### src/ooo_pkg.sv
/*
  Shared widths, queue codes, queue depth and vector types for the
  dispatch and issue back end.
*/
package ooo_pkg;

  ////////////////////////////////////////////////////////////////////////////
  // sizes
  ////////////////////////////////////////////////////////////////////////////

  localparam int DISPATCH_WIDTH = 4;                // micro-ops offered per group.
  localparam int NUM_IQ         = 3;
  localparam int IQ_DEPTH       = 8;                // kept a power of two so pointers wrap.

  localparam int LANE_IDX_W = $clog2(DISPATCH_WIDTH);
  localparam int IQ_PTR_W   = $clog2(IQ_DEPTH);
  localparam int IQ_COUNT_W = $clog2(IQ_DEPTH + 1); // must hold the full depth.

  localparam int ROB_TAG_W  = 6;
  localparam int UOP_OPND_W = 18;                   // operand bits below the tag.

  ////////////////////////////////////////////////////////////////////////////
  // queue codes
  ////////////////////////////////////////////////////////////////////////////

  typedef logic [1:0] iq_code_t;

  localparam iq_code_t IQ_INT = 2'd0;
  localparam iq_code_t IQ_MEM = 2'd1;
  localparam iq_code_t IQ_FP  = 2'd2;               // code 3 has no queue and is dropped.

  // queue q collects the lanes whose code equals entry q.
  localparam iq_code_t [NUM_IQ-1:0] IQ_CODE_OF = {IQ_FP, IQ_MEM, IQ_INT};

  ////////////////////////////////////////////////////////////////////////////
  // vector types
  ////////////////////////////////////////////////////////////////////////////

  typedef logic [ROB_TAG_W-1:0] rob_tag_t;

  // the tag sits in the top bits and the rest is carried opaque.
  typedef logic [$bits(rob_tag_t)+UOP_OPND_W-1:0] uop_word_t;

  typedef logic [LANE_IDX_W-1:0] lane_idx_t;
  typedef logic [IQ_PTR_W-1:0]   iq_ptr_t;
  typedef logic [IQ_COUNT_W-1:0] iq_count_t;

endpackage

### src/dispatch_selector.sv
/*
  Prefix-priority picker for one issue queue. Output slot i names the
  i-th set lane of the ready mask, counting from lane 0.
*/
`timescale 1ns/10ps

module dispatch_selector (
  input  logic [ooo_pkg::DISPATCH_WIDTH-1:0]                     ready,
  output ooo_pkg::lane_idx_t [ooo_pkg::DISPATCH_WIDTH-1:0]       sel,
  output logic [ooo_pkg::DISPATCH_WIDTH-1:0]                     sel_valid
);

  import ooo_pkg::*;

  // lanes still unclaimed when slot i makes its pick.
  logic [DISPATCH_WIDTH-1:0] remain [DISPATCH_WIDTH];

  assign remain[0] = ready;

  // each slot strips the lowest set lane before passing the mask on.
  for (genvar i = 1; i < DISPATCH_WIDTH; i++) begin : g_strip
    assign remain[i] = remain[i-1] & (remain[i-1] - 1'b1);
  end

  always_comb begin
    for (int i = 0; i < DISPATCH_WIDTH; i++) begin
      sel[i]       = '0;
      sel_valid[i] = |remain[i];
      // scanning downward leaves the lowest set lane in place.
      for (int j = DISPATCH_WIDTH - 1; j >= 0; j--) begin
        if (remain[i][j]) begin
          sel[i] = lane_idx_t'(j);
        end
      end
    end
  end

endmodule

### src/dispatch.sv
/*
  Dispatch steering. Classifies lanes by queue code, compacts them per queue
  and refuses the whole group when any queue lacks room.
*/
`timescale 1ns/10ps

module dispatch (
  input  logic [ooo_pkg::DISPATCH_WIDTH-1:0]                          in_valid,
  input  ooo_pkg::iq_code_t [ooo_pkg::DISPATCH_WIDTH-1:0]             in_iq,
  input  ooo_pkg::uop_word_t [ooo_pkg::DISPATCH_WIDTH-1:0]            in_uop,
  input  ooo_pkg::iq_count_t [ooo_pkg::NUM_IQ-1:0]                    free_count,
  output logic                                                        dispatch_stall,
  output logic [ooo_pkg::NUM_IQ-1:0][ooo_pkg::DISPATCH_WIDTH-1:0]     wr_valid,
  output ooo_pkg::uop_word_t [ooo_pkg::NUM_IQ-1:0][ooo_pkg::DISPATCH_WIDTH-1:0] wr_uop
);

  import ooo_pkg::*;

  logic [NUM_IQ-1:0][DISPATCH_WIDTH-1:0]      lane_hit;
  lane_idx_t [NUM_IQ-1:0][DISPATCH_WIDTH-1:0] sel;
  logic [NUM_IQ-1:0][DISPATCH_WIDTH-1:0]      sel_valid;
  iq_count_t [NUM_IQ-1:0]                     demand;
  logic [NUM_IQ-1:0]                          short_q;

  ////////////////////////////////////////////////////////////////////////////
  // per-queue classification and compaction
  ////////////////////////////////////////////////////////////////////////////

  for (genvar q = 0; q < NUM_IQ; q++) begin : g_queue
    for (genvar l = 0; l < DISPATCH_WIDTH; l++) begin : g_lane
      assign lane_hit[q][l] = in_valid[l] & (in_iq[l] == IQ_CODE_OF[q]);
    end

    dispatch_selector u_sel (
      .ready     (lane_hit[q]),
      .sel       (sel[q]),
      .sel_valid (sel_valid[q])
    );

    for (genvar s = 0; s < DISPATCH_WIDTH; s++) begin : g_slot
      assign wr_valid[q][s] = sel_valid[q][s] & ~dispatch_stall;
      assign wr_uop[q][s]   = wr_valid[q][s] ? in_uop[sel[q][s]] : '0;
    end
  end

  ////////////////////////////////////////////////////////////////////////////
  // group stall
  ////////////////////////////////////////////////////////////////////////////

  always_comb begin
    for (int q = 0; q < NUM_IQ; q++) begin
      demand[q] = '0;
      for (int s = 0; s < DISPATCH_WIDTH; s++) begin
        demand[q] = demand[q] + iq_count_t'(sel_valid[q][s]);
      end
      short_q[q] = demand[q] > free_count[q];
    end
  end

  assign dispatch_stall = |short_q;   // one short queue holds back every lane.

endmodule

### src/issue_queue.sv
/*
  In-order issue queue. Circular buffer taking up to one dispatch group of
  writes per cycle and retiring one entry at the head.
*/
`timescale 1ns/10ps

module issue_queue (
  input  logic                                              clk,
  input  logic                                              arst_n,
  input  logic [ooo_pkg::DISPATCH_WIDTH-1:0]                wr_valid,
  input  ooo_pkg::uop_word_t [ooo_pkg::DISPATCH_WIDTH-1:0]  wr_uop,
  input  logic                                              pop,
  output logic                                              head_valid,
  output ooo_pkg::uop_word_t                                head_uop,
  output ooo_pkg::iq_count_t                                free_count
);

  import ooo_pkg::*;

  uop_word_t mem [IQ_DEPTH];
  iq_ptr_t   head_ptr;
  iq_ptr_t   tail_ptr;
  iq_count_t wr_count;

  always_comb begin
    wr_count = '0;
    for (int s = 0; s < DISPATCH_WIDTH; s++) begin
      wr_count = wr_count + iq_count_t'(wr_valid[s]);
    end
  end

  ////////////////////////////////////////////////////////////////////////////
  // storage
  ////////////////////////////////////////////////////////////////////////////

  // slot s lands s places past the tail, wrapping with the pointer width.
  always_ff @(posedge clk) begin
    for (int s = 0; s < DISPATCH_WIDTH; s++) begin
      if (wr_valid[s]) begin
        mem[tail_ptr + iq_ptr_t'(s)] <= wr_uop[s];
      end
    end
  end

  always_ff @(posedge clk or negedge arst_n) begin
    if (!arst_n) begin
      head_ptr   <= '0;
      tail_ptr   <= '0;
      free_count <= iq_count_t'(IQ_DEPTH);
    end else begin
      tail_ptr   <= tail_ptr + iq_ptr_t'(wr_count);
      if (pop) begin
        head_ptr <= head_ptr + 1'b1;
      end
      free_count <= free_count - wr_count + iq_count_t'(pop);
    end
  end

  assign head_valid = free_count != iq_count_t'(IQ_DEPTH);
  assign head_uop   = mem[head_ptr];

  ////////////////////////////////////////////////////////////////////////////
  // checks on what dispatch hands over
  ////////////////////////////////////////////////////////////////////////////

  a_no_overflow : assert property (@(posedge clk) disable iff (!arst_n)
    wr_count <= free_count)
    else $error("issue_queue: %0d writes with %0d free", wr_count, free_count);

  a_wr_compact : assert property (@(posedge clk) disable iff (!arst_n)
    (wr_valid & (wr_valid + 1'b1)) == '0)
    else $error("issue_queue: write slots not compacted (%b)", wr_valid);

endmodule

### src/issue_stage.sv
/*
  Issue stage. Pops each queue head whose unit is ready and registers it
  onto that queue's issue port.
*/
`timescale 1ns/10ps

module issue_stage (
  input  logic                                      clk,
  input  logic                                      arst_n,
  input  logic [ooo_pkg::NUM_IQ-1:0]                head_valid,
  input  ooo_pkg::uop_word_t [ooo_pkg::NUM_IQ-1:0]  head_uop,
  input  logic [ooo_pkg::NUM_IQ-1:0]                fu_ready,
  output logic [ooo_pkg::NUM_IQ-1:0]                pop,
  output logic [ooo_pkg::NUM_IQ-1:0]                issue_valid,
  output ooo_pkg::uop_word_t [ooo_pkg::NUM_IQ-1:0]  issue_uop
);

  import ooo_pkg::*;

  assign pop = head_valid & fu_ready;   // queues drain independently of each other.

  always_ff @(posedge clk or negedge arst_n) begin
    if (!arst_n) begin
      issue_valid <= '0;
    end else begin
      issue_valid <= pop;
    end
  end

  // the port keeps its last micro-op while no pop happens.
  always_ff @(posedge clk) begin
    for (int q = 0; q < NUM_IQ; q++) begin
      if (pop[q]) begin
        issue_uop[q] <= head_uop[q];
      end
    end
  end

  // a popped head must be an entry that the queue has written.
  for (genvar q = 0; q < NUM_IQ; q++) begin : g_chk
    a_pop_head_known : assert property (@(posedge clk) disable iff (!arst_n)
      pop[q] |-> !$isunknown(head_uop[q]))
      else $error("issue_stage: pop of unwritten head in queue %0d", q);
  end

endmodule

### src/ooo_backend_top.sv
/*
  Dispatch and issue back end. Dispatch feeds three issue queues and the
  issue stage drains them onto one port per functional unit.
*/
`timescale 1ns/10ps

module ooo_backend_top (
  input  logic                                              clk,
  input  logic                                              arst_n,
  input  logic [ooo_pkg::DISPATCH_WIDTH-1:0]                in_valid,
  input  ooo_pkg::iq_code_t [ooo_pkg::DISPATCH_WIDTH-1:0]   in_iq,
  input  ooo_pkg::uop_word_t [ooo_pkg::DISPATCH_WIDTH-1:0]  in_uop,
  input  logic [ooo_pkg::NUM_IQ-1:0]                        fu_ready,
  output logic                                              dispatch_stall,
  output logic [ooo_pkg::NUM_IQ-1:0]                        issue_valid,
  output ooo_pkg::uop_word_t [ooo_pkg::NUM_IQ-1:0]          issue_uop
);

  import ooo_pkg::*;

  logic [NUM_IQ-1:0][DISPATCH_WIDTH-1:0]      wr_valid;
  uop_word_t [NUM_IQ-1:0][DISPATCH_WIDTH-1:0] wr_uop;
  iq_count_t [NUM_IQ-1:0]                     free_count;
  logic [NUM_IQ-1:0]                          head_valid;
  uop_word_t [NUM_IQ-1:0]                     head_uop;
  logic [NUM_IQ-1:0]                          pop;

  dispatch u_dispatch (
    .in_valid       (in_valid),
    .in_iq          (in_iq),
    .in_uop         (in_uop),
    .free_count     (free_count),
    .dispatch_stall (dispatch_stall),
    .wr_valid       (wr_valid),
    .wr_uop         (wr_uop)
  );

  for (genvar q = 0; q < NUM_IQ; q++) begin : g_iq
    issue_queue u_iq (
      .clk        (clk),
      .arst_n     (arst_n),
      .wr_valid   (wr_valid[q]),
      .wr_uop     (wr_uop[q]),
      .pop        (pop[q]),
      .head_valid (head_valid[q]),
      .head_uop   (head_uop[q]),
      .free_count (free_count[q])
    );
  end

  issue_stage u_issue (
    .clk         (clk),
    .arst_n      (arst_n),
    .head_valid  (head_valid),
    .head_uop    (head_uop),
    .fu_ready    (fu_ready),
    .pop         (pop),
    .issue_valid (issue_valid),
    .issue_uop   (issue_uop)
  );

endmodule

### config.mk
export PLATFORM = sky130hd
export DESIGN_NAME = ooo_backend_top
export DESIGN_NICKNAME = d
export VERILOG_FILES = /design/src/ooo_pkg.sv /design/src/dispatch_selector.sv /design/src/dispatch.sv /design/src/issue_queue.sv /design/src/issue_stage.sv /design/src/ooo_backend_top.sv
export SDC_FILE = /design/constraint.sdc
export NUM_CORES = 2
export LEC_CHECK = 0
export BUFFER_PORTS_ARGS = -buffer_cell sky130_fd_sc_hd__clkbuf_2
export CAP_MARGIN = 20
export CORE_ASPECT_RATIO = 1.5
export CORE_MARGIN = 3
export CORE_UTILIZATION = 40
export DETAILED_ROUTE_END_ITERATION = 8
export PLACE_DENSITY = 0.55
export SYNTH_ARGS = -nofsm -noshare
export SYNTH_HDL_FRONTEND = slang
export SYNTH_HIERARCHICAL = 1
export SYNTH_SLANG_ARGS = --single-unit
### constraint.sdc
create_clock -name clk -period 7.2 [get_ports clk]
set_clock_uncertainty 0.15 [all_clocks]
set_input_delay 0.36 -clock clk [delete_from_list [all_inputs] [get_ports clk]]
set_output_delay 0.36 -clock clk [all_outputs]
set_load 0.02 [all_outputs]
# Yosys cells after proc, flatten, opt, wreduce, memory -nomap -nowiden
# Memory sizes are Yosys's and may differ from the RTL's. A register that Yosys moved wholly into a read port is not among the register bits.
# Index checks and enable logic that the tools add are counted.
[totals] register_bits=33 latchBits=0 ramBits=576 rom_bits=0 in_bits=113 out_inout_bits=76 wordCells=247 n_memories=3
[op_classes] add_sub_neg=48 n_mul=0 div=0 order_cmp=15 eq_ne=11 shift=0 n_mux=108 bitwise_logic=35 reduce_logical=17
[memory_table] name="g_iq[0].u_iq.mem" depth=8 width=24 rd=1 rd_clocked_by_memory_dff=1 write_ports=4 line="issue_queue.sv:20" text="uop_word_t mem [IQ_DEPTH];"
[memory_table] name="g_iq[1].u_iq.mem" depth=8 width=24 rd=1 rd_clocked_by_memory_dff=1 write_ports=4 line="issue_queue.sv:20"
[memory_table] name="g_iq[2].u_iq.mem" depth=8 width=24 rd=1 rd_clocked_by_memory_dff=1 write_ports=4 line="issue_queue.sv:20"
[ops] operator="binary-select mux 24 bit (select 2 bit)" count=12
[ops] operator="two-way mux 24 bit" count=24
[ops] operator="two-way mux 2 bit" count=48
[ops] operator="adder 4 x 1 -> 4 bit" count=15
[ops] operator="OR reduction 4 bit" count=12
[ops] operator="AND 4 bit" count=9
[ops] operator="< comparator 2 x 3 -> 1 bit, second input constant" count=12
[ops] operator="subtractor 4 x 1 -> 4 bit, second input constant" count=9
[ops] operator="AND 1 bit" count=24
[ops] operator="two-way mux 1 bit" count=24
[ops] operator="adder 3 x 1 -> 3 bit, second input constant" count=6
[ops] operator="adder 3 x 2 -> 3 bit, second input constant" count=6
[ops] operator="adder 1 x 1 -> 2 bit" count=6
[ops] operator="> comparator 4 bit" count=3
[ops] operator="!= test 4 bit, second input constant" count=3
[ops] operator="subtractor 4 bit" count=3
[ops] operator="adder 3 bit" count=3
[ops] operator="== test 2 x 1 -> 1 bit, second input constant" count=4
[ops] operator="== test 2 bit, second input constant" count=4
[ops] operator="zero test 2 bit" count=4
[ops] operator="AND 3 bit" count=1
[ops] operator="OR reduction 3 bit" count=1
[ops] operator="inverter 1 bit" count=1

# Longest topological paths before layout
[logic_depth] word_depth=19 ltp_mapped=27 mapped_depth_nobuf=24

# Hierarchy
# Netlist, hierarchy kept.
[modules_own_cells] mod="issue_queue at g_iq[1].u_iq ..." instances=2 cells_each=1165 area_each_um2=12995.0 seq_area_each_um2=6017.0
[modules_own_cells] mod="issue_queue at g_iq[0].u_iq" instances=1 cells_each=1164 area_each_um2=13021.2 seq_area_each_um2=6017.0
[modules_own_cells] mod="dispatch" instances=1 cells_each=842 area_each_um2=10297.4 seq_area_each_um2=0.0
[modules_own_cells] mod="issue_stage" instances=1 cells_each=78 area_each_um2=2255.9 seq_area_each_um2=2237.1
[modules_own_cells] mod="dispatch_selector" instances=3 cells_each=30 area_each_um2=182.7 seq_area_each_um2=0.0

# Least setup slack after synthesis
# No wires, ideal clock.
[synth_timing] path_kind="input to register" startpoint="input in_iq[0] (netlist name)" endpoint="memory g_iq[1].u_iq/mem[2][0] (netlist name) (enable)" setup_time_ps=490 arrival_time_ps=6239 required_time_ps=6560 path_slack_ps=321 path_stages=15 path_buffers=4 path_cell_list="nor3b_1 > buf_2 > and3_1 > buf_4 > fa_1 > ha_1 > ha_1 > ha_1 > a211oi_1 > or3_4 > buf_6 > and4_4 > buf_6 > nand2_1 > o311ai_0"
[synth_rtl] item="from (decl)" line="ooo_backend_top.sv:11" text="input ooo_pkg::iq_code_t [ooo_pkg::DISPATCH_WIDTH-1:0] in_iq,"
[synth_rtl] item="to (decl)" line="issue_queue.sv:20"

==> results by group <==
STA
  • Time the worst path needs with I/O delays and setup: about 5.5 ns
  • Final worst-path cycle share: 0.768
  • Unrepaired setup endpoints after global routing: false
  • Worst Slack Setup Final: 1.67 ns
  • Final setup viols: 0
  • Worst slew margin: 0.191
  • Setup tns final: 0 ns
  • Worst Hold Margin: between 0.15 and 0.2 ns
  • Count of final hold-check violations: 0
  • Max Freq: approximately 0.18 GHz
  • Max-slew violations: 0
  • Worst slew pin tran: ~1.2 ns

Clock tree
  • Clock buffer count from CTS: 74
  • H-tree depth: 3
  • CTS tree: yes
  • Clock Latency Late Sink: ~0.71 ns
  • CTS Sinks: about 700
  • Clock transition at path regs: roughly 0.060 ns
  • Clk buf depth: 3
  • Clock root buffer: clkbuf_16

Pwr
  • Psw: roughly 6 mW
  • Reg power frac: 0.369
  • Pwr Density: 296 mW/mm²
  • P_int: 10.6 mW
  • Clock power frac: 0.241
  • Peak VDD IR: 205 µV
  • Net Sw Frac: 0.361
  • LEAKAGE: 22.8 nW
  • Comb power frac: 0.390

Yosys
  • Yosys reg bits: between 600 and 700
  • Top cell type's share of synthesized area: 0.373
  • Synth Flop Type: edfxtp_1
  • Ranking of synthesized cells by area: edfxtp_1, mux4_2, mux2i_1, o22ai_1, a21oi_1
  • Synth area leader: edfxtp_1
  • Synth top cells by count: edfxtp_1, o22ai_1, a21oi_1, mux2i_1, mux4_2
  • Yosys Warn Count: 6
  • Post-synth cell types: 52
  • Cell Area, Synth: around 0.052 mm²
  • Syn Nets: ~4700
  • Seq/Total Area, Yosys: 0.389
  • Post-Syn Instances: approximately 4500
  • Post-synth EDFFs: roughly 650
  • Synthesized area per cell: 11.6 µm²
  • Count leader, synth: edfxtp_1
  • FFs w/ async S/R, synth: 0.0485

Die
  • Row cnt: approximately 160
  • Core Area: around 0.13 mm²
  • Initial core utilization: 0.404
  • Die Footprint: 0.135 mm²
  • DIE WIDTH: between 300 and 400 µm
  • Ports: 189
  • Die height: approximately 450 µm

Routing
  • Drc violations: 0
  • Antenna viol nets, final: 0
  • Routed WL per cell: between 30 and 40 µm
  • Iter 0 DRT Violations: slightly below 6000
  • Number of detailed-route iterations in the first pass: 7
  • DRT Wirelength: 223000 µm
  • Via count: ~42000
  • Vias/cell: 7.07

Critical path
  • Setup CP Type: input port to flop
  • Critical path startpoint category: input port
  • Worst path arrival time: roughly 5.8 ns
  • Critical-path maximum fanout: 31
  • Critical path required time: 7.50 ns
  • CP Capture Type: flop

Global routing
  • Overflow after GRT: 0
  • Vias in the first global route: slightly above 40000
  • All-Layer GR Usage: 0.323
  • Largest net degree at the start of global routing: roughly 50
  • First-pass GRT wire length: about 310000 µm
  • Initial antenna violation count: 34

Hold path
  • HP Class: input port to asynchronous set/reset pin

Placement
  • Final HPWL DP: around 150000 µm
  • Dpl ws: between 1 and 1.5 ns
  • PortBufs: about 190
  • Routability cong.: just under 1

Finish
  • Share of cells above drive strength 1: 0.296
  • Fill cell count: 11900
  • Nets: around 4400
  • Area grow syn2layout: 8.10%

Flow run
  • Max-cap violations: 0

Run status
  • Status: complete, no violations
## sequential cells by signal, indices dropped and copies added (netlist names)
register              count
u_issue/issue_valid       3
u_issue/issue_uop        72
g_iq.u_iq/head_ptr        9
g_iq.u_iq/free_count     12
g_iq.u_iq/tail_ptr        9
g_iq.u_iq/mem           576
## worst max-delay path, stage by stage
cell and delay, ns:
clkbuf_2 0.10, and3b_1 0.67, and2_1 0.27, nor3_1 0.06
nor2_1 0.23, fa_1 0.47, ha_1 0.20, ha_1 0.28
ha_1 0.30, nand3_1 0.07, o21ai_1 0.06, or3_4 0.43
and4_4 0.36, nor2b_1 0.24, nand3_1 0.13, buf_4 0.41
and2_1 0.69, buf_4 0.36, a21oi_1 0.11
## layer usage
metal  track usage  up-vias  share of wire
li1              -    16900              -
met1         0.389    21200           0.35
met2         0.516     3298           0.46
met3        0.0893      893           0.11
met4         0.195       26          0.073
met5             0        -        0.00068
## placed cells by master (no fill, tap or decap), types with 20 or more instances in the layout
| cell type | count |
|---|---|
| nor2_1 | 34 |
| a31oi_1 | 48 |
| nand2_1 | 150 |
| xnor2_1 | 20 |
| dfrtp_1 | 22 |
| mux2_2 | 88 |
| a21oi_1 | 509 |
| and2_4 | 171 |
| edfxtp_1 | 648 |
| inv_1 | 77 |
| mux4_2 | 432 |
| o22ai_1 | 565 |
| nand3_1 | 30 |
| ha_1 | 51 |
| clkbuf_16 | 76 |
| clkbuf_2 | 188 |
| buf_4 | 184 |
| and2_1 | 145 |
| mux2i_1 | 506 |
| diode_2 | 23 |
## final timing paths
kind	slack, ns	depth (start not counted)	startpoint	end
worst max-delay path	1.67	19	in_iq[3]	g_iq[1].u_iq/mem[6][10]
worst min-delay path	0.18	3	arst_n	g_iq[1].u_iq/head_ptr[2]
worst max register to register	3.14	12	g_iq[0].u_iq/free_count[2]	g_iq[1].u_iq/mem[6][10]
worst min register to register	0.39	1	g_iq[0].u_iq/head_ptr[1]	g_iq[0].u_iq/head_ptr[1]
max in group asynchronous	6.10	3	arst_n	g_iq[0].u_iq/head_ptr[0]
min in group clk	0.24	2	fu_ready[1]	u_issue/issue_valid[1]
## power groups by stage
stage / Combinational [mW] / Clock, mW / Sequential [mW]
2_1_floorplan: 4.41 / 0 / 6.18
3_3_place_gp: 6.41 / 0 / 6.24
3_5_place_dp: 6.42 / 0 / 6.25
4_1_cts: 6.46 / 4.09 / 6.17
5_1_grt: 6.91 / 4.25 / 6.25
6_report: 6.50 / 4.02 / 6.15
## per-stage QoR
step / total power [mW] / area (µm²) / utilization / std cells
after floorplan: 10.6 / 52100 / - / 4504
after global placement: 12.6 / 53700 / 0.416 / 5828
after detailed placement: 12.7 / 53700 / 0.416 / 5828
after CTS: 16.7 / 56100 / 0.435 / 5964
after global routing: 17.4 / 56300 / 0.437 / 5970
final: 16.7 / 56300 / 0.437 / 5992
## what timing repair did
item,4_1_cts,5_1_grt
endpoints found under the hold margin,30,0
setup buffers,0,0
resized for setup,0,0
hold buffers,1,0
## final cells by class
class                           count  area (µm²)  area share
Multi-Input combinational cell   2980       28500       0.505
Sequential cell                   681       20300       0.360
Timing Repair Buffer              385        2600      0.0462
Tap cell                         1711        2140      0.0380
Clock buffer                       85        1940      0.0344
Clock inverter                     50         546     0.00968
Inverter                           77         289     0.00513
Antenna cell                       23        57.6     0.00102
## kinds of logic after synthesis
logic type	count (synthesis)	synth area share
AO/OA/AOI/OAI	1211	0.135
multiplexers	1027	0.303
buffers and inverters	843	0.0707
flip-flops	681	0.389
AND/OR/NAND/NOR	643	0.0782
adder cells (fa/ha/maj)	63	0.0169
XOR/XNOR	36	0.00663
Power figures use the tool's default switching activity.
